$ cat src/crc_pkg.sv
package crc_pkg;

    // --------------------------------------------------
    // Frame checksum
    // --------------------------------------------------

    // CRC-8 result, same width as one frame byte
    typedef logic [7:0] crc_t;

    // x^8 + x^2 + x + 1, MSB first, no reflection
    localparam crc_t CRC_POLY = 8'h07;

    // Start value at the beginning of each frame
    // No final XOR is applied to the result
    localparam crc_t CRC_INIT = 8'h00;

    // Coverage: STATUS, CMD, address and data bytes
    // SOF is never folded in

endpackage

$ cat src/frame_pkg.sv
package frame_pkg;

    // --------------------------------------------------
    // Field types
    // --------------------------------------------------
    typedef logic [7:0]  byte_t;    // One byte on the UART link
    typedef logic [31:0] addr_t;    // AXI address echoed in read responses
    typedef logic [4:0]  count_t;   // Payload byte count, 0 to MAX_PAYLOAD

    // --------------------------------------------------
    // Frame layout
    // --------------------------------------------------
    localparam int MAX_PAYLOAD = 16;    // Largest read payload in one frame
    localparam int ADDR_BYTES  = 4;     // Address echo is sent LSB first

    // Start of frame, device to host direction
    localparam byte_t SOF_DEVICE_TO_HOST = 8'h5A;

    // RESET command gets SOF, STATUS and CMD only, no CRC
    localparam byte_t CMD_RESET = 8'hFF;

    // Status codes that count as a successful read
    // The data phase is sent only for one of these
    localparam byte_t STATUS_OK      = 8'h00;
    localparam byte_t STATUS_OK_ALT1 = 8'h40;
    localparam byte_t STATUS_OK_ALT2 = 8'h80;

endpackage

$ cat src/crc8_accumulator.sv
`timescale 1ns/1ps

module crc8_accumulator
    import frame_pkg::*;
    import crc_pkg::*;
(
    input  logic  clk,
    input  logic  rst,
    input  logic  soft_reset_request,
    input  logic  frame_start,    // Clears the sum for a new frame
    input  logic  field_in_crc,   // field_byte is covered this cycle
    input  byte_t field_byte,
    output crc_t  crc_value       // Running checksum
);

    // One byte through the CRC-8, bit by bit, MSB first
    function automatic crc_t crc8_step(input crc_t crc_in, input byte_t data);
        crc_t c;
        c = crc_in ^ data;
        for (int i = 0; i < 8; i++) begin
            if (c[7]) begin
                c = (c << 1) ^ CRC_POLY;
            end else begin
                c = c << 1;
            end
        end
        return c;
    endfunction

    // --------------------------------------------------
    // Checksum register
    // --------------------------------------------------
    always_ff @(posedge clk) begin
        if (rst) begin
            crc_value <= CRC_INIT;
        end else if (soft_reset_request || frame_start) begin
            crc_value <= CRC_INIT;      // Fresh sum, never overlaps a covered byte
        end else if (field_in_crc) begin
            crc_value <= crc8_step(crc_value, field_byte);  // Ready one edge later
        end
    end

endmodule

$ cat src/frame_sequencer.sv
`timescale 1ns/1ps

module frame_sequencer
    import frame_pkg::*;
(
    input  logic                    clk,
    input  logic                    rst,
    input  logic                    soft_reset_request,  // Pulse, aborts the frame
    input  logic                    build_response,      // Rising edge starts a frame
    input  byte_t                   status_code,
    input  byte_t                   cmd_echo,
    input  addr_t                   addr_echo,
    input  byte_t [MAX_PAYLOAD-1:0] response_data,       // Byte 0 in the low bits
    input  count_t                  response_data_count,
    input  logic                    tx_fifo_full,
    output byte_t                   field_byte,          // Byte for the current field
    output logic                    field_write,         // Byte chosen this cycle
    output logic                    field_in_crc,        // Byte goes into the checksum
    output logic                    field_is_crc,        // Send CRC instead of field_byte
    output logic                    frame_start,         // One cycle after accept
    output logic                    builder_busy,
    output logic                    response_complete
);

    // Field order of a response frame
    typedef enum logic [3:0] {
        IDLE,
        SOF,
        STATUS,
        CMD,
        ADDR0,
        ADDR1,
        ADDR2,
        ADDR3,
        DATA,
        CRC,
        DONE,
        GAP
    } frame_state_t;

    frame_state_t state;
    frame_state_t state_next;

    logic   build_prev;     // build_response at the previous edge
    logic   start_accept;   // Rising edge seen while idle
    logic   status_ok;      // Latched status is a success code
    logic   byte_state;     // State that emits a byte
    logic   last_data;      // Current data byte is the final one
    count_t count_clamped;  // Input count limited to MAX_PAYLOAD
    count_t data_index;     // Next payload byte, moves on chosen bytes only

    // Latched request, held for the whole frame
    byte_t                   status_reg;
    byte_t                   cmd_reg;
    byte_t [ADDR_BYTES-1:0]  addr_reg;     // Index 0 is the LSB
    byte_t [MAX_PAYLOAD-1:0] data_reg;
    count_t                  count_reg;

    // --------------------------------------------------
    // Start detect and request latch
    // --------------------------------------------------
    assign start_accept = build_response && !build_prev && (state == IDLE);

    // Oversized counts are cut to the payload maximum
    assign count_clamped = (response_data_count > count_t'(MAX_PAYLOAD)) ?
                           count_t'(MAX_PAYLOAD) : response_data_count;

    always_ff @(posedge clk) begin
        if (start_accept) begin
            status_reg <= status_code;
            cmd_reg    <= cmd_echo;
            addr_reg   <= addr_echo;      // Packed copy keeps LSB in byte 0
            data_reg   <= response_data;
            count_reg  <= count_clamped;
        end
    end

    // --------------------------------------------------
    // Decode helpers
    // --------------------------------------------------
    assign status_ok = (status_reg == STATUS_OK) ||
                       (status_reg == STATUS_OK_ALT1) ||
                       (status_reg == STATUS_OK_ALT2);

    assign byte_state = (state == SOF)   || (state == STATUS) || (state == CMD) ||
                        (state == ADDR0) || (state == ADDR1)  || (state == ADDR2) ||
                        (state == ADDR3) || (state == DATA)   || (state == CRC);

    assign last_data = ((data_index + count_t'(1)) == count_reg);

    // A byte leaves only when the FIFO has room
    assign field_write  = byte_state && !tx_fifo_full;
    assign field_in_crc = field_write && (state != SOF) && (state != CRC);  // SOF not covered
    assign field_is_crc = (state == CRC);

    assign builder_busy      = (state != IDLE);
    assign response_complete = (state == GAP);   // Cycle after the CRC write lands

    // --------------------------------------------------
    // Field byte mux
    // --------------------------------------------------
    always_comb begin
        case (state)
            SOF:     field_byte = SOF_DEVICE_TO_HOST;
            STATUS:  field_byte = status_reg;
            CMD:     field_byte = cmd_reg;
            ADDR0:   field_byte = addr_reg[0];
            ADDR1:   field_byte = addr_reg[1];
            ADDR2:   field_byte = addr_reg[2];
            ADDR3:   field_byte = addr_reg[3];
            DATA:    field_byte = data_reg[data_index[3:0]];
            default: field_byte = '0;   // CRC byte comes from the accumulator
        endcase
    end

    // --------------------------------------------------
    // Next state
    // --------------------------------------------------
    always_comb begin
        state_next = state;   // Hold while the FIFO is full
        case (state)
            IDLE: begin
                if (start_accept) begin
                    state_next = SOF;
                end
            end
            SOF:    if (!tx_fifo_full) state_next = STATUS;
            STATUS: if (!tx_fifo_full) state_next = CMD;
            CMD: begin
                if (!tx_fifo_full) begin
                    if (cmd_reg == CMD_RESET) begin
                        state_next = IDLE;          // No CRC, no completion pulse
                    end else if (cmd_reg[7] && status_ok) begin
                        state_next = ADDR0;         // Full read response
                    end else begin
                        state_next = CRC;           // Write or failed read
                    end
                end
            end
            ADDR0: if (!tx_fifo_full) state_next = ADDR1;
            ADDR1: if (!tx_fifo_full) state_next = ADDR2;
            ADDR2: if (!tx_fifo_full) state_next = ADDR3;
            ADDR3: begin
                if (!tx_fifo_full) begin
                    state_next = (count_reg != '0) ? DATA : CRC;  // Empty payload skips DATA
                end
            end
            DATA: begin
                if (!tx_fifo_full && last_data) begin
                    state_next = CRC;
                end
            end
            CRC:     if (!tx_fifo_full) state_next = DONE;
            DONE:    state_next = GAP;
            GAP:     state_next = IDLE;
            default: state_next = IDLE;
        endcase
    end

    // --------------------------------------------------
    // State and control registers
    // --------------------------------------------------
    always_ff @(posedge clk) begin
        if (rst) begin
            state       <= IDLE;
            build_prev  <= 1'b0;
            frame_start <= 1'b0;
            data_index  <= '0;
        end else begin
            build_prev <= build_response;   // Tracked through soft reset too
            if (soft_reset_request) begin
                state       <= IDLE;        // Drop the partial frame
                frame_start <= 1'b0;
                data_index  <= '0;
            end else begin
                state       <= state_next;
                frame_start <= start_accept;
                if (start_accept) begin
                    data_index <= '0;
                end else if ((state == DATA) && field_write) begin
                    data_index <= data_index + count_t'(1);
                end
            end
        end
    end

endmodule

$ cat src/response_frame_builder.sv
`timescale 1ns/1ps

module response_frame_builder
    import frame_pkg::*;
    import crc_pkg::*;
(
    input  logic                    clk,
    input  logic                    rst,
    input  logic                    soft_reset_request,
    input  logic                    build_response,
    input  byte_t                   status_code,
    input  byte_t                   cmd_echo,
    input  addr_t                   addr_echo,
    input  byte_t [MAX_PAYLOAD-1:0] response_data,
    input  count_t                  response_data_count,
    input  logic                    tx_fifo_full,
    output byte_t                   tx_fifo_data,
    output logic                    tx_fifo_wr_en,
    output logic                    builder_busy,
    output logic                    response_complete
);

    // Sequencer to CRC and output stage
    byte_t field_byte;
    logic  field_write;
    logic  field_in_crc;
    logic  field_is_crc;
    logic  frame_start;
    crc_t  crc_value;

    // --------------------------------------------------
    // Field order and flow control
    // --------------------------------------------------
    frame_sequencer i_frame_sequencer (
        .clk                 (clk),
        .rst                 (rst),
        .soft_reset_request  (soft_reset_request),
        .build_response      (build_response),
        .status_code         (status_code),
        .cmd_echo            (cmd_echo),
        .addr_echo           (addr_echo),
        .response_data       (response_data),
        .response_data_count (response_data_count),
        .tx_fifo_full        (tx_fifo_full),
        .field_byte          (field_byte),
        .field_write         (field_write),
        .field_in_crc        (field_in_crc),
        .field_is_crc        (field_is_crc),
        .frame_start         (frame_start),
        .builder_busy        (builder_busy),
        .response_complete   (response_complete)
    );

    // Checksum runs beside the sequencer
    crc8_accumulator i_crc8_accumulator (
        .clk                (clk),
        .rst                (rst),
        .soft_reset_request (soft_reset_request),
        .frame_start        (frame_start),
        .field_in_crc       (field_in_crc),
        .field_byte         (field_byte),
        .crc_value          (crc_value)
    );

    // Registered FIFO write
    tx_byte_stage i_tx_byte_stage (
        .clk                (clk),
        .rst                (rst),
        .soft_reset_request (soft_reset_request),
        .field_write        (field_write),
        .field_is_crc       (field_is_crc),
        .field_byte         (field_byte),
        .crc_value          (crc_value),
        .tx_fifo_data       (tx_fifo_data),
        .tx_fifo_wr_en      (tx_fifo_wr_en)
    );

endmodule

$ cat src/tx_byte_stage.sv
`timescale 1ns/1ps

module tx_byte_stage
    import frame_pkg::*;
    import crc_pkg::*;
(
    input  logic  clk,
    input  logic  rst,
    input  logic  soft_reset_request,
    input  logic  field_write,    // Byte chosen this cycle
    input  logic  field_is_crc,   // Checksum byte replaces field_byte
    input  byte_t field_byte,
    input  crc_t  crc_value,
    output byte_t tx_fifo_data,
    output logic  tx_fifo_wr_en
);

    byte_t out_byte;   // Byte selected for the FIFO

    // CRC is already complete when the CRC state is reached
    assign out_byte = field_is_crc ? byte_t'(crc_value) : field_byte;

    // --------------------------------------------------
    // Output register, one cycle of latency
    // --------------------------------------------------

    // Write strobe
    always_ff @(posedge clk) begin
        if (rst) begin
            tx_fifo_wr_en <= 1'b0;
        end else if (soft_reset_request) begin
            tx_fifo_wr_en <= 1'b0;      // Pending write of an aborted frame is dropped
        end else begin
            tx_fifo_wr_en <= field_write;
        end
    end

    // Data follows the strobe, only meaningful with wr_en
    always_ff @(posedge clk) begin
        if (field_write) begin
            tx_fifo_data <= out_byte;
        end
    end

endmodule
$ cat config.mk
export PLATFORM = sky130hd
export DESIGN_NAME = response_frame_builder
export DESIGN_NICKNAME = d
export VERILOG_FILES = /design/src/crc_pkg.sv /design/src/frame_pkg.sv /design/src/crc8_accumulator.sv /design/src/frame_sequencer.sv /design/src/response_frame_builder.sv /design/src/tx_byte_stage.sv
export SDC_FILE = /design/constraint.sdc
export NUM_CORES = 1
export LEC_CHECK = 0
export ABC_CLOCK_PERIOD_IN_PS = 7600
export BUFFER_PORTS_ARGS = -buffer_cell sky130_fd_sc_hd__buf_2
export CORE_MARGIN = 3
export CORE_UTILIZATION = 35
export CTS_BUF_LIST = sky130_fd_sc_hd__clkbuf_8
export DETAILED_ROUTE_END_ITERATION = 16
export PLACE_DENSITY = 0.54
export SETUP_SLACK_MARGIN = 0.4
export SLEW_MARGIN = 20
export SYNTH_ARGS = -nofsm -noshare
export SYNTH_HDL_FRONTEND = slang
export SYNTH_HIERARCHICAL = 1
export SYNTH_SLANG_ARGS = --single-unit
$ cat constraint.sdc
create_clock -name clk -period 7.6 [get_ports clk]
set_input_delay 1.52 -clock clk [delete_from_list [all_inputs] [get_ports clk]]
set_output_delay 1.52 -clock clk [all_outputs]
set_load 0.02 [all_outputs]
# Yosys cells after proc, flatten, opt, wreduce, memory -nomap -nowiden
# Index checks and enable logic that the tools add are counted.
# classes
addsub	1
order_cmp	2
eq_ne	27
n_mux	47
n_bitwise	9
n_reduce_logical	29
# ops
op	n
8-bit two-way mux	23
8-bit one-hot mux with 8 select lines	1
4-bit two-way mux	12
4-bit one-hot mux with 11 select lines	1
8-bit binary-select mux with 4-bit select	1
3-bit two-way mux	8
3-bit NOT	8
2-bit != test (second input constant)	9
4-bit by 3-bit equality test with 1-bit output (second input constant)	4
4-bit equality test (second input constant)	4
8-bit equality test (second input constant)	2
1-bit logical OR	11
10-bit AND reduction	1
4-bit by 2-bit equality test with 1-bit output (second input constant)	2
8-bit by 7-bit equality test with 1-bit output (second input constant)	1
1-bit logical AND	8
8-bit zero test	1
8-bit bitwise XOR	1
5-bit by 1-bit adder with 5-bit output (second input constant)	1
5-bit equality test	1
5-bit greater-than comparator (second input constant)	1
4-bit by 5-bit < comparator with 1-bit output (second input constant)	1
5-bit nonzero test	1
4-bit by 1-bit equality test with 1-bit output (second input constant)	1
9 further kinds	11
# word_totals
regBits	209
inputBits	186
output_inout_bits	11
word_cells	145

# Longest topological paths before layout
# Gate-level depths: netlist of the first run.
# depth
ltp_word	47
depth_mapped	11
depth_no_buf	9

# Hierarchy
# The synthesis of the first run kept the hierarchy.
# modules_own_cells
mod	n_inst	cells_per_inst	area_each_um2	seq_area_each_um2
frame_sequencer	1	412	7666.1	5655.4
crc8_accumulator	1	55	570.5	160.2
tx_byte_stage	1	19	399.1	260.2

# Worst setup path after synthesis of the first run
# No wires, ideal clock.
# synth_timing
kind	in2reg
startpoint	input port build_response
endpoint	register i_frame_sequencer/addr_reg[0] (netlist name), enable pin
setup_ns	0.533
arrival_ns	5.297
required_ns	7.067
setup_slack_ns	1.770
stages	3
path_buffers	0
path_cell_list	nor2b_1 nand3_1 inv_1
# synth_via
elab_chain_cells	2
# synth_lines
element	line	rtl
start: declaration	response_frame_builder.sv:10	input logic build_response,
1-bit logical AND (2 in a row)	frame_sequencer.sv:62	assign start_accept = build_response && !build_prev && (state == IDLE);
named net i_frame_sequencer.start_accept	frame_sequencer.sv:45	logic start_accept;
end signal: assignment	frame_sequencer.sv:72	addr_reg <= addr_echo;
end: declaration	frame_sequencer.sv:55	byte_t [ADDR_BYTES-1:0] addr_reg;
# The timed path passes the listed nets, and every way through them passes these cells.
# A chain may end at the register's enable or synchronous reset.

# Worst setup path after layout of the first run
# layout_timing
startpoint	register i_frame_sequencer.data_index[0]
endpoint	register i_crc8_accumulator.crc_value[5]
# layout_via
word_cells_on_any_way	30
cone_classes	mux: 27; bitwise: 3
# layout_lines
element	line	rtl
start: declaration	frame_sequencer.sv:50	count_t data_index;
start signal: assignment	frame_sequencer.sv:181	data_index <= data_index + count_t'(1);
8-bit binary-select mux with 4-bit select (*)	frame_sequencer.sv:111	DATA: field_byte = data_reg[data_index[3:0]];
8-bit two-way mux (implied by the code) (*)	frame_sequencer.sv:111	
8-bit one-hot mux with 8 select lines (*)	frame_sequencer.sv:103	case (state)
named net field_byte[4]	response_frame_builder.sv:24	byte_t field_byte;
8-bit bitwise XOR (*)	crc8_accumulator.sv:19	c = crc_in ^ data;
8-bit two-way mux (*)	crc8_accumulator.sv:38	end else if (field_in_crc) begin
8-bit two-way mux (*)	crc8_accumulator.sv:36	end else if (soft_reset_request || frame_start) begin
8-bit two-way mux (*)	crc8_accumulator.sv:34	if (rst) begin
[13 not listed]	--	
8-bit two-way mux (*)	crc8_accumulator.sv:36	
8-bit two-way mux (*)	crc8_accumulator.sv:34	
8-bit two-way mux (*)	crc8_accumulator.sv:38	
8-bit two-way mux (*)	crc8_accumulator.sv:36	
8-bit two-way mux (*)	crc8_accumulator.sv:34	
8-bit two-way mux (*)	crc8_accumulator.sv:38	
8-bit two-way mux (*)	crc8_accumulator.sv:36	
8-bit two-way mux (*)	crc8_accumulator.sv:34	
end signal: assignment	crc8_accumulator.sv:39	crc_value <= crc8_step(crc_value, field_byte);
end: declaration	crc8_accumulator.sv:13	output crc_t crc_value
# Mark *: on every way through the listed nets, which the timed path passes. The rest lies on a longest branch. The select of a mux whose other input is x is not followed.

==> results.py, run 1 <==
metrics = {
    "critical_path": {
        "critical_path.max_stage_delay_ns": 0.74,
        "cp_max_fo": 20,
        "arrival_ns": 4.24,
        "endpoint_kind": "flop",
        "crit_buf_inv": 2,
        "critPathSlowestCell": "dfxtp_2",
        "rr_startpoint": "i_frame_sequencer/data_index[0]$_SDFFE_PP0P_",
        "start_kind": "flop",
        "r2r_setup_slack_ns": 3.80,
        "worstPathCellList": "buf_4, mux4_2, mux4_2, inv_1, o221ai_1, xnor2_2, xnor3_1, or3_1, a21oi_1",
        "worst-setup-path-type": "reg2reg",
        "critPathMostFrequentCell": "mux4_2",
        "r2r_cells": 9,
        "crit_required_ns": 8.04,
        "crit_path_start": "i_frame_sequencer/data_index[0]$_SDFFE_PP0P_",
        "critical-path-top-delay-family": "multiplexers",
        "r2r-end": "i_crc8_accumulator/crc_value[5]$_SDFFE_PP0P_",
    },
    "run_status": {
        "status": "finished clean",
    },
    "sta": {
        "setup_viol": 0,
        "fmax_mhz": 263,
        "hold_violations": 0,
        "rsz0062_at_grt": "no",
        "period_share_pct": 50.0,
        "setup_slack_ns": 3.80,
        "slew_headroom_pct": 41.2,
        "skew_ns": 0.0200,
        "fin_setup_tns_ns": 0,
        "hold_ws_ns": 0.521,
        "period_minus_slack_ns": 3.80,
        "drv_slew": 0,
        "worst_pin_slew_ns": 0.881,
    },
    "placed_design": {
        "gp_congestion": 0.770,
        "post-place-ws_ns": 3.44,
        "place_area_sq_um": 9940,
        "port_buffers": 196,
        "dp_hpwl_um": 14100,
    },
    "die": {
        "die_h_um": 163,
        "start_util_pct": 36.1,
        "rows": 56,
        "core_area_sq_um": 23900,
        "die_w_um": 163,
        "ios": 197,
        "die_area_sq_um": 26600,
    },
    "synthesis": {
        "synth_edf_count": 189,
        "synthMuxAreaShare_pct": 13.5,
        "synthAdderAreaFrac_pct": 0.145,
        "yosys.cell_types.count": 52,
        "synthArstFlopShare_pct": 0,
        "synth_area_leaders": "edfxtp_1, mux4_2, dfxtp_1, xnor2_1, mux2_4",
        "yosysMostFrequentCell": "edfxtp_1",
        "synth.largest_area_cell": "edfxtp_1",
        "synthSimpleGateAreaFrac_pct": 5.88,
        "synth_top_area_share_pct": 65.7,
        "ys_seq_area_share_pct": 70.4,
        "synth_cells": 486,
        "yosysWarnings": 6,
        "synth_top_family_by_area": "multiplexers",
        "synth.cells.most_frequent": "edfxtp_1, mux4_2, nor2_1",
        "yosys_register_bits": 209,
        "synth_xor_xnor_area_share_pct": 4.11,
        "synth_area_sq_um": 8640,
        "avgSynthCellArea_sq_um": 17.8,
        "synth_nets": 673,
        "synth-compound-area-share_pct": 4.14,
        "synth_flop_cell": "edfxtp_1",
    },
    "clock_tree": {
        "clk_pin_slew_ns": 0.05,
        "cts_tree": "yes",
        "numClockSinks": 209,
        "h-tree-depth": 2,
        "numCtsBuffers": 37,
        "cts_setup_buffers": 0,
        "ctsResizeCount": 0,
        "cts_hold_buf": 0,
        "cts_buffer_depth": 3,
        "cts_root_buf": "clkbuf_8",
        "clkLatencyLatePin_ns": 0.53,
    },
    "finish": {
        "fin_area_sq_um": 10700,
        "fill_cells": 2136,
        "largest_reg_flops": 128,
        "syn2layout_area_growth_pct": 24.2,
        "num-nets-final": 889,
        "drive_above_1_share_pct": 43.3,
    },
    "global_routing": {
        "grt_pass1_vias": 5483,
        "grt_pass1_wl_um": 30100,
        "grt_max_degree": 96,
        "groute.usage.overall_pct": 14.8,
        "antenna_found_initial": 7,
        "grt-ovfl-total": 0,
    },
    "power": {
        "pwr_density_cell_nw_per_um2": 243,
        "peakVddDrop_mv": 0.142,
        "power_leakage_nw": 3.92,
    },
    "route": {
        "wire_per_inst_um": 19.1,
        "drtPass1Iterations": 4,
        "vias": 5152,
        "routed_via_density": 4.90,
        "final_antenna_net_count": 0,
        "post-route-drc-count": 0,
        "route.final.wire_length_um": 20000,
        "first_iter_violations": 270,
    },
    "min_path": {
        "hold_path_startpoint": "i_crc8_accumulator/crc_value[5]$_SDFFE_PP0P_",
        "hold_path.class": "reg2reg",
        "min_path_cells": 2,
        "min_to": "i_crc8_accumulator/crc_value[5]$_SDFFE_PP0P_",
    },
    "flow_run": {
        "drv_cap": 0,
    },
}
-- kinds of logic after synthesis --
| logic type | after synthesis |
|---|---|
| buffers and inverters | 35 |
| AND/OR/NAND/NOR | 95 |
| AO/OA/AOI/OAI | 53 |
| adder cells (fa/ha/maj) | 1 |
| multiplexers | 62 |
| XOR/XNOR | 31 |
| flip-flops | 209 |
-- worst max path at each step --
stage	slack, ns	endpoint	depth (start not counted)
after floorplan	1.77	i_frame_sequencer/addr_reg[0]$_DFFE_PP_	3
after global placement	3.58	i_frame_sequencer/data_reg[57]$_DFFE_PP_	5
after detailed placement	3.44	i_frame_sequencer/data_reg[1]$_DFFE_PP_	5
after CTS	3.67	i_crc8_accumulator/crc_value[5]$_SDFFE_PP0P_	9
after global routing	3.49	i_crc8_accumulator/crc_value[5]$_SDFFE_PP0P_	9
final	3.80	i_crc8_accumulator/crc_value[5]$_SDFFE_PP0P_	9
-- layer usage --
layer	GRT usage, %	part of all wire, %
met5	0	0.32
met4	4.58	2.2
met3	5.22	9.0
met2	22.7	45
met1	20.0	43
-- metrics by stage --
step	power (mW)	utilization, %	cells
floorplan	1.48	-	486
global placement	1.55	41.6	981
detailed placement	1.56	41.6	981
CTS	2.64	44.8	1048
global route	2.71	44.9	1051
finish	2.60	44.9	1051
-- power by group --
group / internal, mW / leakage [nW] / total, mW / switching [mW]
Combinational: 0.0825 / 1.55 / 0.170 / 0.0879
Sequential: 1.34 / 1.96 / 1.36 / 0.0226
Clock: 0.608 / 0.409 / 1.07 / 0.462
-- cell type report --
cell class                      count  area, sq um  area share (%)
Tap cell                          319          399            3.72
Antenna cell                        2         5.00          0.0467
Inverter                           11         46.3           0.432
Clock inverter                     29          238            2.22
Multi-Input combinational cell    242         2400            22.4
Clock buffer                       38          523            4.88
Sequential cell                   209         6080            56.7
Timing Repair Buffer              201         1030            9.61
-- tightest hold or removal path, cell delays in order (launching register included) --
cell and delay (ns):
dfxtp_1 0.33, o21ai_0 0.08, a21oi_1 0.06
-- layout by cell type (no fill, tap or decap), types with 3 or more instances in the layout --
cell type and count:
buf_2 196, edfxtp_1 189, mux4_2 40, clkbuf_8 38, nor2_1 21, xnor2_1 18, dfxtp_1 18, o21ai_0 17
nand2_1 17, inv_1 15, nor2b_1 15, clkinv_1 12, a21oi_1 10, mux2i_1 8, mux2_4 8, xor2_1 6
mux2_2 6, nand3_1 6, clkinv_2 5, or3_1 5, xnor3_1 5, and3_1 5, nand2b_1 5, bufinv_16 4
a211oi_1 4, a221oi_1 4, nand4_1 4, buf_4 4, nor3_1 3, a22oi_1 3
(Power assumes the default switching activity.)
==> run 2, diff against run 1 <==
--- a/config.mk
+++ b/config.mk
@@ -5,7 +5,7 @@
 export SDC_FILE = /design/constraint.sdc
 export NUM_CORES = 1
 export LEC_CHECK = 0
-export ABC_CLOCK_PERIOD_IN_PS = 7600
+export ABC_CLOCK_PERIOD_IN_PS = 3550
 export BUFFER_PORTS_ARGS = -buffer_cell sky130_fd_sc_hd__buf_2
 export CORE_MARGIN = 3
 export CORE_UTILIZATION = 35
==> constraint.sdc (replaced) <==
create_clock -name clk -period 3.55 [get_ports clk]
set_input_delay 0.71 -clock clk [delete_from_list [all_inputs] [get_ports clk]]
set_output_delay 0.71 -clock clk [all_outputs]
set_load 0.02 [all_outputs]
==> run 2 against run 1 <==
Effect of this change:
- fmax increased by 27%
- largest power group unchanged
- total power increased by 100%
- core utilization increased by 0.37 points
- highest routed layer is now met4
- sequential cell count unchanged
- non-clock buffer count increased by 17
- sequential share of layout area decreased by 0.40 points
- global-route usage increased by 0.38 points
- combinational power increased by 130%
- critical path type unchanged
- hold slack got worse by 0.16 ns
- wire length increased by 2.3%
- via count increased by 1.5%
==> results.py, run 2 (synthesis results as in run 1) <==
metrics = {
    "run_status": {
        "status": "finished clean",
    },
    "die": {
        "ios": 197,
        "die_area_sq_um": 26600,
        "die_w_um": 163,
        "die_h_um": 163,
        "start_util_pct": 36.1,
        "core_area_sq_um": 23900,
        "rows": 56,
    },
    "critical_path": {
        "r2r_setup_slack_ns": 0.55,
        "r2r-end": "i_crc8_accumulator/crc_value[5]$_SDFFE_PP0P_",
        "critical_path.max_stage_delay_ns": 0.71,
        "crit_path_start": "i_frame_sequencer/state[2]$_SDFFE_PP0P_",
        "worst-setup-path-type": "reg2reg",
        "r2r_cells": 7,
        "rr_startpoint": "i_frame_sequencer/state[2]$_SDFFE_PP0P_",
        "start_kind": "flop",
        "cp_max_fo": 15,
        "endpoint_kind": "flop",
        "critPathSlowestCell": "or4b_1",
        "crit_required_ns": 4.01,
        "worstPathCellList": "buf_4, or4b_1, o221ai_1, xnor2_2, xnor3_1, or3_1, a21oi_1",
        "arrival_ns": 3.46,
    },
    "clock_tree": {
        "clkLatencyLatePin_ns": 0.52,
        "clk_pin_slew_ns": 0.06,
        "cts_buffer_depth": 3,
        "cts_hold_buf": 0,
        "cts_tree": "yes",
        "numCtsBuffers": 37,
        "cts_root_buf": "clkbuf_8",
        "h-tree-depth": 2,
        "numClockSinks": 209,
    },
    "route": {
        "routed_via_density": 4.92,
        "route.final.wire_length_um": 20500,
        "final_antenna_net_count": 0,
        "vias": 5229,
        "post-route-drc-count": 0,
        "wire_per_inst_um": 19.3,
        "drtPass1Iterations": 9,
        "first_iter_violations": 338,
    },
    "finish": {
        "drive_above_1_share_pct": 45.0,
        "fin_area_sq_um": 10800,
        "num-nets-final": 906,
        "syn2layout_area_growth_pct": 25.2,
        "antenna-diode-count": 0,
        "fill_cells": 2129,
        "final_common_cell": "buf_2",
        "fin_cells": 1062,
        "most-common-layout-cells": "buf_2, edfxtp_1, mux4_2",
        "largest_reg_flops": 128,
    },
    "power": {
        "peakVddDrop_mv": 0.243,
        "pwr_density_cell_nw_per_um2": 491,
        "p_total_mw": 5.30,
        "power_leakage_nw": 4.00,
    },
    "min_path": {
        "hold_path.class": "in2reg",
        "min_path_cells": 1,
        "min_to": "i_frame_sequencer/data_reg[106]$_DFFE_PP_",
        "hold_path_startpoint": "response_data[106]",
    },
    "global_routing": {
        "grt-ovfl-total": 0,
        "grt_max_degree": 108,
        "antenna_found_initial": 0,
        "grt_pass1_wl_um": 31100,
        "grt_pass1_vias": 5579,
        "groute.usage.overall_pct": 15.2,
    },
    "flow_run": {
        "drv_cap": 0,
    },
    "sta": {
        "period_share_pct": 84.6,
        "drv_slew": 0,
        "rsz0062_at_grt": "yes",
        "skew_ns": 0.0261,
        "worst_pin_slew_ns": 0.734,
        "fmax_mhz": 333,
        "setup_viol": 0,
        "period_minus_slack_ns": 3.00,
        "hold_ws_ns": 0.361,
        "fin_setup_tns_ns": 0,
        "slew_headroom_pct": 51.0,
        "hold_violations": 0,
    },
    "placed_design": {
        "dp_hpwl_um": 14800,
        "place_area_sq_um": 10100,
        "port_buffers": 196,
        "gp_congestion": 0.823,
        "placed_cells": 993,
    },
}
[run 2: cell count changes in the layout (fill, tap and decap cells not counted), moves of 3 or more]
cell	delta
clkinv_2	-3
inv_1	+8
bufinv_16	-3
buf_4	+15
clkinv_1	-6
[run 2: how the worst max path moves through the flow]
stage | end | slack, ns | cells after the start
2_1_floorplan | i_frame_sequencer/addr_reg[0]$_DFFE_PP_ | -0.44 | 3
3_3_place_gp | i_crc8_accumulator/crc_value[1]$_SDFFE_PP0P_ | 0.31 | 9
3_5_place_dp | i_crc8_accumulator/crc_value[1]$_SDFFE_PP0P_ | 0.21 | 9
4_1_cts | i_crc8_accumulator/crc_value[3]$_SDFFE_PP0P_ | 0.42 | 8
5_1_grt | i_crc8_accumulator/crc_value[1]$_SDFFE_PP0P_ | 0.37 | 10
6_report | i_crc8_accumulator/crc_value[5]$_SDFFE_PP0P_ | 0.55 | 7
[run 2: layout make-up]
cell class / count / area, sq um / share of cell area [%]
inverters: 11 / 45.0 / 0.417
multi-input cells: 242 / 2440 / 22.5
clock inverters: 25 / 139 / 1.28
repair buffers: 218 / 1180 / 10.9
flip-flops and latches: 209 / 6090 / 56.3
clock buffers: 38 / 523 / 4.84
well taps: 319 / 399 / 3.69
[run 2: stage by stage]
step / setup WS, ns / util [%]
floorplan: -0.436 / -
global placement: 0.309 / 42.1
detailed placement: 0.207 / 42.1
CTS: 0.416 / 45.1
global route: 0.370 / 45.3
finish: 0.545 / 45.3
[run 2: critical path: cells and delay by family (launching register included)]
kind / cells / cell delay [ns]
and+or+nand+nor: 2 / 1.03
buffers and inverters: 1 / 0.29
xor gates and xnor gates: 2 / 0.53
DFF: 1 / 0.51
AOI/OAI and AO/OA: 2 / 0.58
[run 2: layer usage]
layer | vias up | wire length, um | GRT usage (%)
met5 | - | 0 | 0
met4 | 0 | 366 | 4.38
met3 | 38 | 1640 | 4.21
met2 | 253 | 9430 | 23.1
met1 | 2541 | 9060 | 21.5
li1 | 2397 | - | -
[run 2: report_power, final]
group	switching, mW	internal (mW)
Sequential	0.0526	2.86
Combinational	0.196	0.186
Clock	0.937	1.07
Total	1.19	4.12
[run 2: timing repair]
item | in CTS | in global routing
setup buffers | 6 | 0
pin swaps | 3 | 2
gates resized for setup | 2 | 7
setup endpoints to repair | 4 | 6
==> run 3, diff against run 2 <==
--- a/config.mk
+++ b/config.mk
@@ -5,13 +5,13 @@
 export SDC_FILE = /design/constraint.sdc
 export NUM_CORES = 1
 export LEC_CHECK = 0
-export ABC_CLOCK_PERIOD_IN_PS = 3550
+export ABC_CLOCK_PERIOD_IN_PS = 2400
 export BUFFER_PORTS_ARGS = -buffer_cell sky130_fd_sc_hd__buf_2
 export CORE_MARGIN = 3
 export CORE_UTILIZATION = 35
 export CTS_BUF_LIST = sky130_fd_sc_hd__clkbuf_8
 export DETAILED_ROUTE_END_ITERATION = 16
-export PLACE_DENSITY = 0.54
+export PLACE_DENSITY = 0.56
 export SETUP_SLACK_MARGIN = 0.4
 export SLEW_MARGIN = 20
 export SYNTH_ARGS = -nofsm -noshare
==> constraint.sdc (replaced) <==
create_clock -name clk -period 2.4 [get_ports clk]
set_input_delay 0.48 -clock clk [delete_from_list [all_inputs] [get_ports clk]]
set_output_delay 0.48 -clock clk [all_outputs]
set_load 0.02 [all_outputs]
==> run 3 against run 2 <==
Effect of this change:
- the flow now finishes with violations (negative setup slack)
- core utilization up 3.9 points
- non-clock buffer count increased by 60
- highest routed layer is now met5
- clock skew is essentially flat
- critical path depth grew 3
- via count is 4.2% higher
- total power up 51%
- clock-buffer cell count up 1
- sequential cell count stayed put
- cell area is 8.5% higher
==> results.py, run 3 (synthesis results as in run 1) <==
metrics = {
    "critical_path": {
        "crit_required_ns": 2.85,
        "crit_buf_inv": 3,
        "critPathMostFrequentCell": "mux4_2",
        "worstPathCellList": "buf_12, buf_8, mux4_2, mux4_2, inv_2, o221ai_4, xnor2_2, xnor3_1, or3_1, a21oi_2",
        "critical-path-top-delay-family": "multiplexers",
        "worst-setup-path-type": "reg2reg",
        "start_kind": "flop",
        "arrival_ns": 3.37,
        "r2r_setup_slack_ns": -0.52,
        "critical_path.max_stage_delay_ns": 0.48,
        "r2r-end": "i_crc8_accumulator/crc_value[5]$_SDFFE_PP0P_",
        "cp_max_fo": 8,
        "endpoint_kind": "flop",
        "r2r_cells": 10,
        "critPathSlowestCell": "mux4_2",
        "rr_startpoint": "i_frame_sequencer/data_index[0]$_SDFFE_PP0P_",
    },
    "sta": {
        "period_minus_slack_ns": 2.92,
        "setup_viol": 15,
        "worst_pin_slew_ns": 0.478,
        "fmax_mhz": 342,
        "setup_slack_ns": -0.525,
        "rsz0062_at_grt": "yes",
        "skew_ns": 0.0261,
        "drv_slew": 0,
        "fin_setup_tns_ns": -4.66,
        "hold_violations": 0,
        "period_share_pct": 122,
        "slew_headroom_pct": 68.1,
    },
    "power": {
        "peakVddDrop_mv": 0.441,
        "power_leakage_nw": 4.42,
        "pwr_density_cell_nw_per_um2": 684,
    },
    "global_routing": {
        "antenna_found_initial": 5,
        "grt_pass1_vias": 6044,
        "grt_max_degree": 86,
        "groute.usage.overall_pct": 16.2,
        "grt_pass1_wl_um": 32800,
        "grt-ovfl-total": 0,
    },
    "die": {
        "die_area_sq_um": 26600,
        "core_area_sq_um": 23900,
        "rows": 56,
        "start_util_pct": 36.1,
        "ios": 197,
        "die_h_um": 163,
        "die_w_um": 163,
    },
    "finish": {
        "fin_cells": 1127,
        "most-common-layout-cells": "buf_2, edfxtp_1, buf_4",
        "largest_reg_flops": 128,
        "syn2layout_area_growth_pct": 35.9,
        "final_core_util_pct": 49.1,
        "final_common_cell": "buf_2",
        "fin_area_sq_um": 11700,
        "drive_above_1_share_pct": 52.9,
        "num-nets-final": 967,
    },
    "route": {
        "first_iter_violations": 341,
        "vias": 5450,
        "post-route-drc-count": 0,
        "routed_via_density": 4.84,
        "final_antenna_net_count": 0,
        "wire_per_inst_um": 19.2,
        "drtPass1Iterations": 5,
        "route.final.wire_length_um": 21600,
    },
    "clock_tree": {
        "numCtsBuffers": 38,
        "cts_buffer_depth": 3,
        "cts_hold_buf": 0,
        "clkLatencyLatePin_ns": 0.53,
        "clk_pin_slew_ns": 0.06,
        "h-tree-depth": 2,
        "cts_tree": "yes",
        "numClockSinks": 209,
        "cts_root_buf": "clkbuf_8",
    },
    "run_status": {
        "status": "complete, but fails checks",
        "violations": "negative setup slack",
    },
    "placed_design": {
        "port_buffers": 196,
        "dp_hpwl_um": 15900,
        "gp_congestion": 0.881,
        "post-place-ws_ns": -0.531,
        "place_area_sq_um": 10700,
        "placed_cells": 1052,
    },
    "flow_run": {
        "drv_cap": 0,
    },
    "min_path": {
        "hold_path_startpoint": "response_data[73]",
        "min_to": "i_frame_sequencer/data_reg[73]$_DFFE_PP_",
        "min_path_cells": 1,
        "hold_path.class": "in2reg",
    },
}
## run 3: cell types whose count changed in the layout (fill, tap and decap cells not counted), sizes merged
| cell | previous run | this run |
|---|---|---|
| buf | 218 | 277 |
| clkinv | 8 | 12 |
| clkbuf | 38 | 40 |
| diode | 0 | 2 |
| inv | 25 | 23 |
## run 3: final cells by class
cell class / count / area, sq um
sequential: 209 / 6090
multi-input combinational: 242 / 2670
timing repair buffer: 278 / 1850
clock buffer: 39 / 537
antenna: 2 / 5.00
tap: 319 / 399
inverter: 11 / 45.0
fill: 2056 / 12200
clock inverter: 27 / 144
## run 3: worst reg2reg max path: stages, from the launching register on
cell      delay (ns)
dfxtp_4         0.39
buf_12          0.15
buf_8           0.12
mux4_2          0.47
mux4_2          0.48
inv_2           0.09
o221ai_4        0.13
xnor2_2         0.23
xnor3_1         0.34
or3_1           0.33
a21oi_2         0.12
## run 3: how the worst max path moves through the flow
stage	startpoint	to	slack [ns]	cells past startpoint
3_3_place_gp	i_frame_sequencer/data_index[0]$_SDFFE_PP0P_	i_crc8_accumulator/crc_value[1]$_SDFFE_PP0P_	-0.48	10
3_5_place_dp	i_frame_sequencer/data_index[0]$_SDFFE_PP0P_	i_crc8_accumulator/crc_value[7]$_SDFFE_PP0P_	-0.53	9
2_1_floorplan	build_response	i_frame_sequencer/addr_reg[0]$_DFFE_PP_	-1.36	3
5_1_grt	i_frame_sequencer/data_index[0]$_SDFFE_PP0P_	i_crc8_accumulator/crc_value[5]$_SDFFE_PP0P_	-0.63	10
6_report	i_frame_sequencer/data_index[0]$_SDFFE_PP0P_	i_crc8_accumulator/crc_value[5]$_SDFFE_PP0P_	-0.52	10
4_1_cts	i_frame_sequencer/data_index[0]$_SDFFE_PP0P_	i_crc8_accumulator/crc_value[5]$_SDFFE_PP0P_	-0.53	10
## run 3: stage by stage
stage | power (mW) | hold slack [ns]
after CTS | 8.15 | 0.0775
after global routing | 8.39 | 0.0775
final | 8.03 | 0.123
after floorplan | 4.67 | 0.494
after global placement | 4.99 | 0.524
after detailed placement | 5.01 | 0.536
## run 3: power breakdown
group / switching, mW / total [mW] / leakage [nW] / internal, mW
Sequential: 0.0746 / 4.31 / 1.96 / 4.23
Combinational: 0.319 / 0.665 / 2.07 / 0.346
Clock: 1.44 / 3.06 / 0.393 / 1.62
## run 3: routing by layer
layer	global-route usage (%)	vias to the layer above	wire length, um
li1	-	2534	-
met5	0	-	34
met4	6.11	6	684
met3	4.31	56	1580
met1	21.5	2634	9140
met2	25.8	220	10200
## run 3: repair_timing
item | in CTS | in global routing
setup buffers | 4 | 1
endpoints found under the setup margin | 22 | 30
pin swaps | 4 | 8
cloned | 1 | 1
resized for setup | 35 | 20
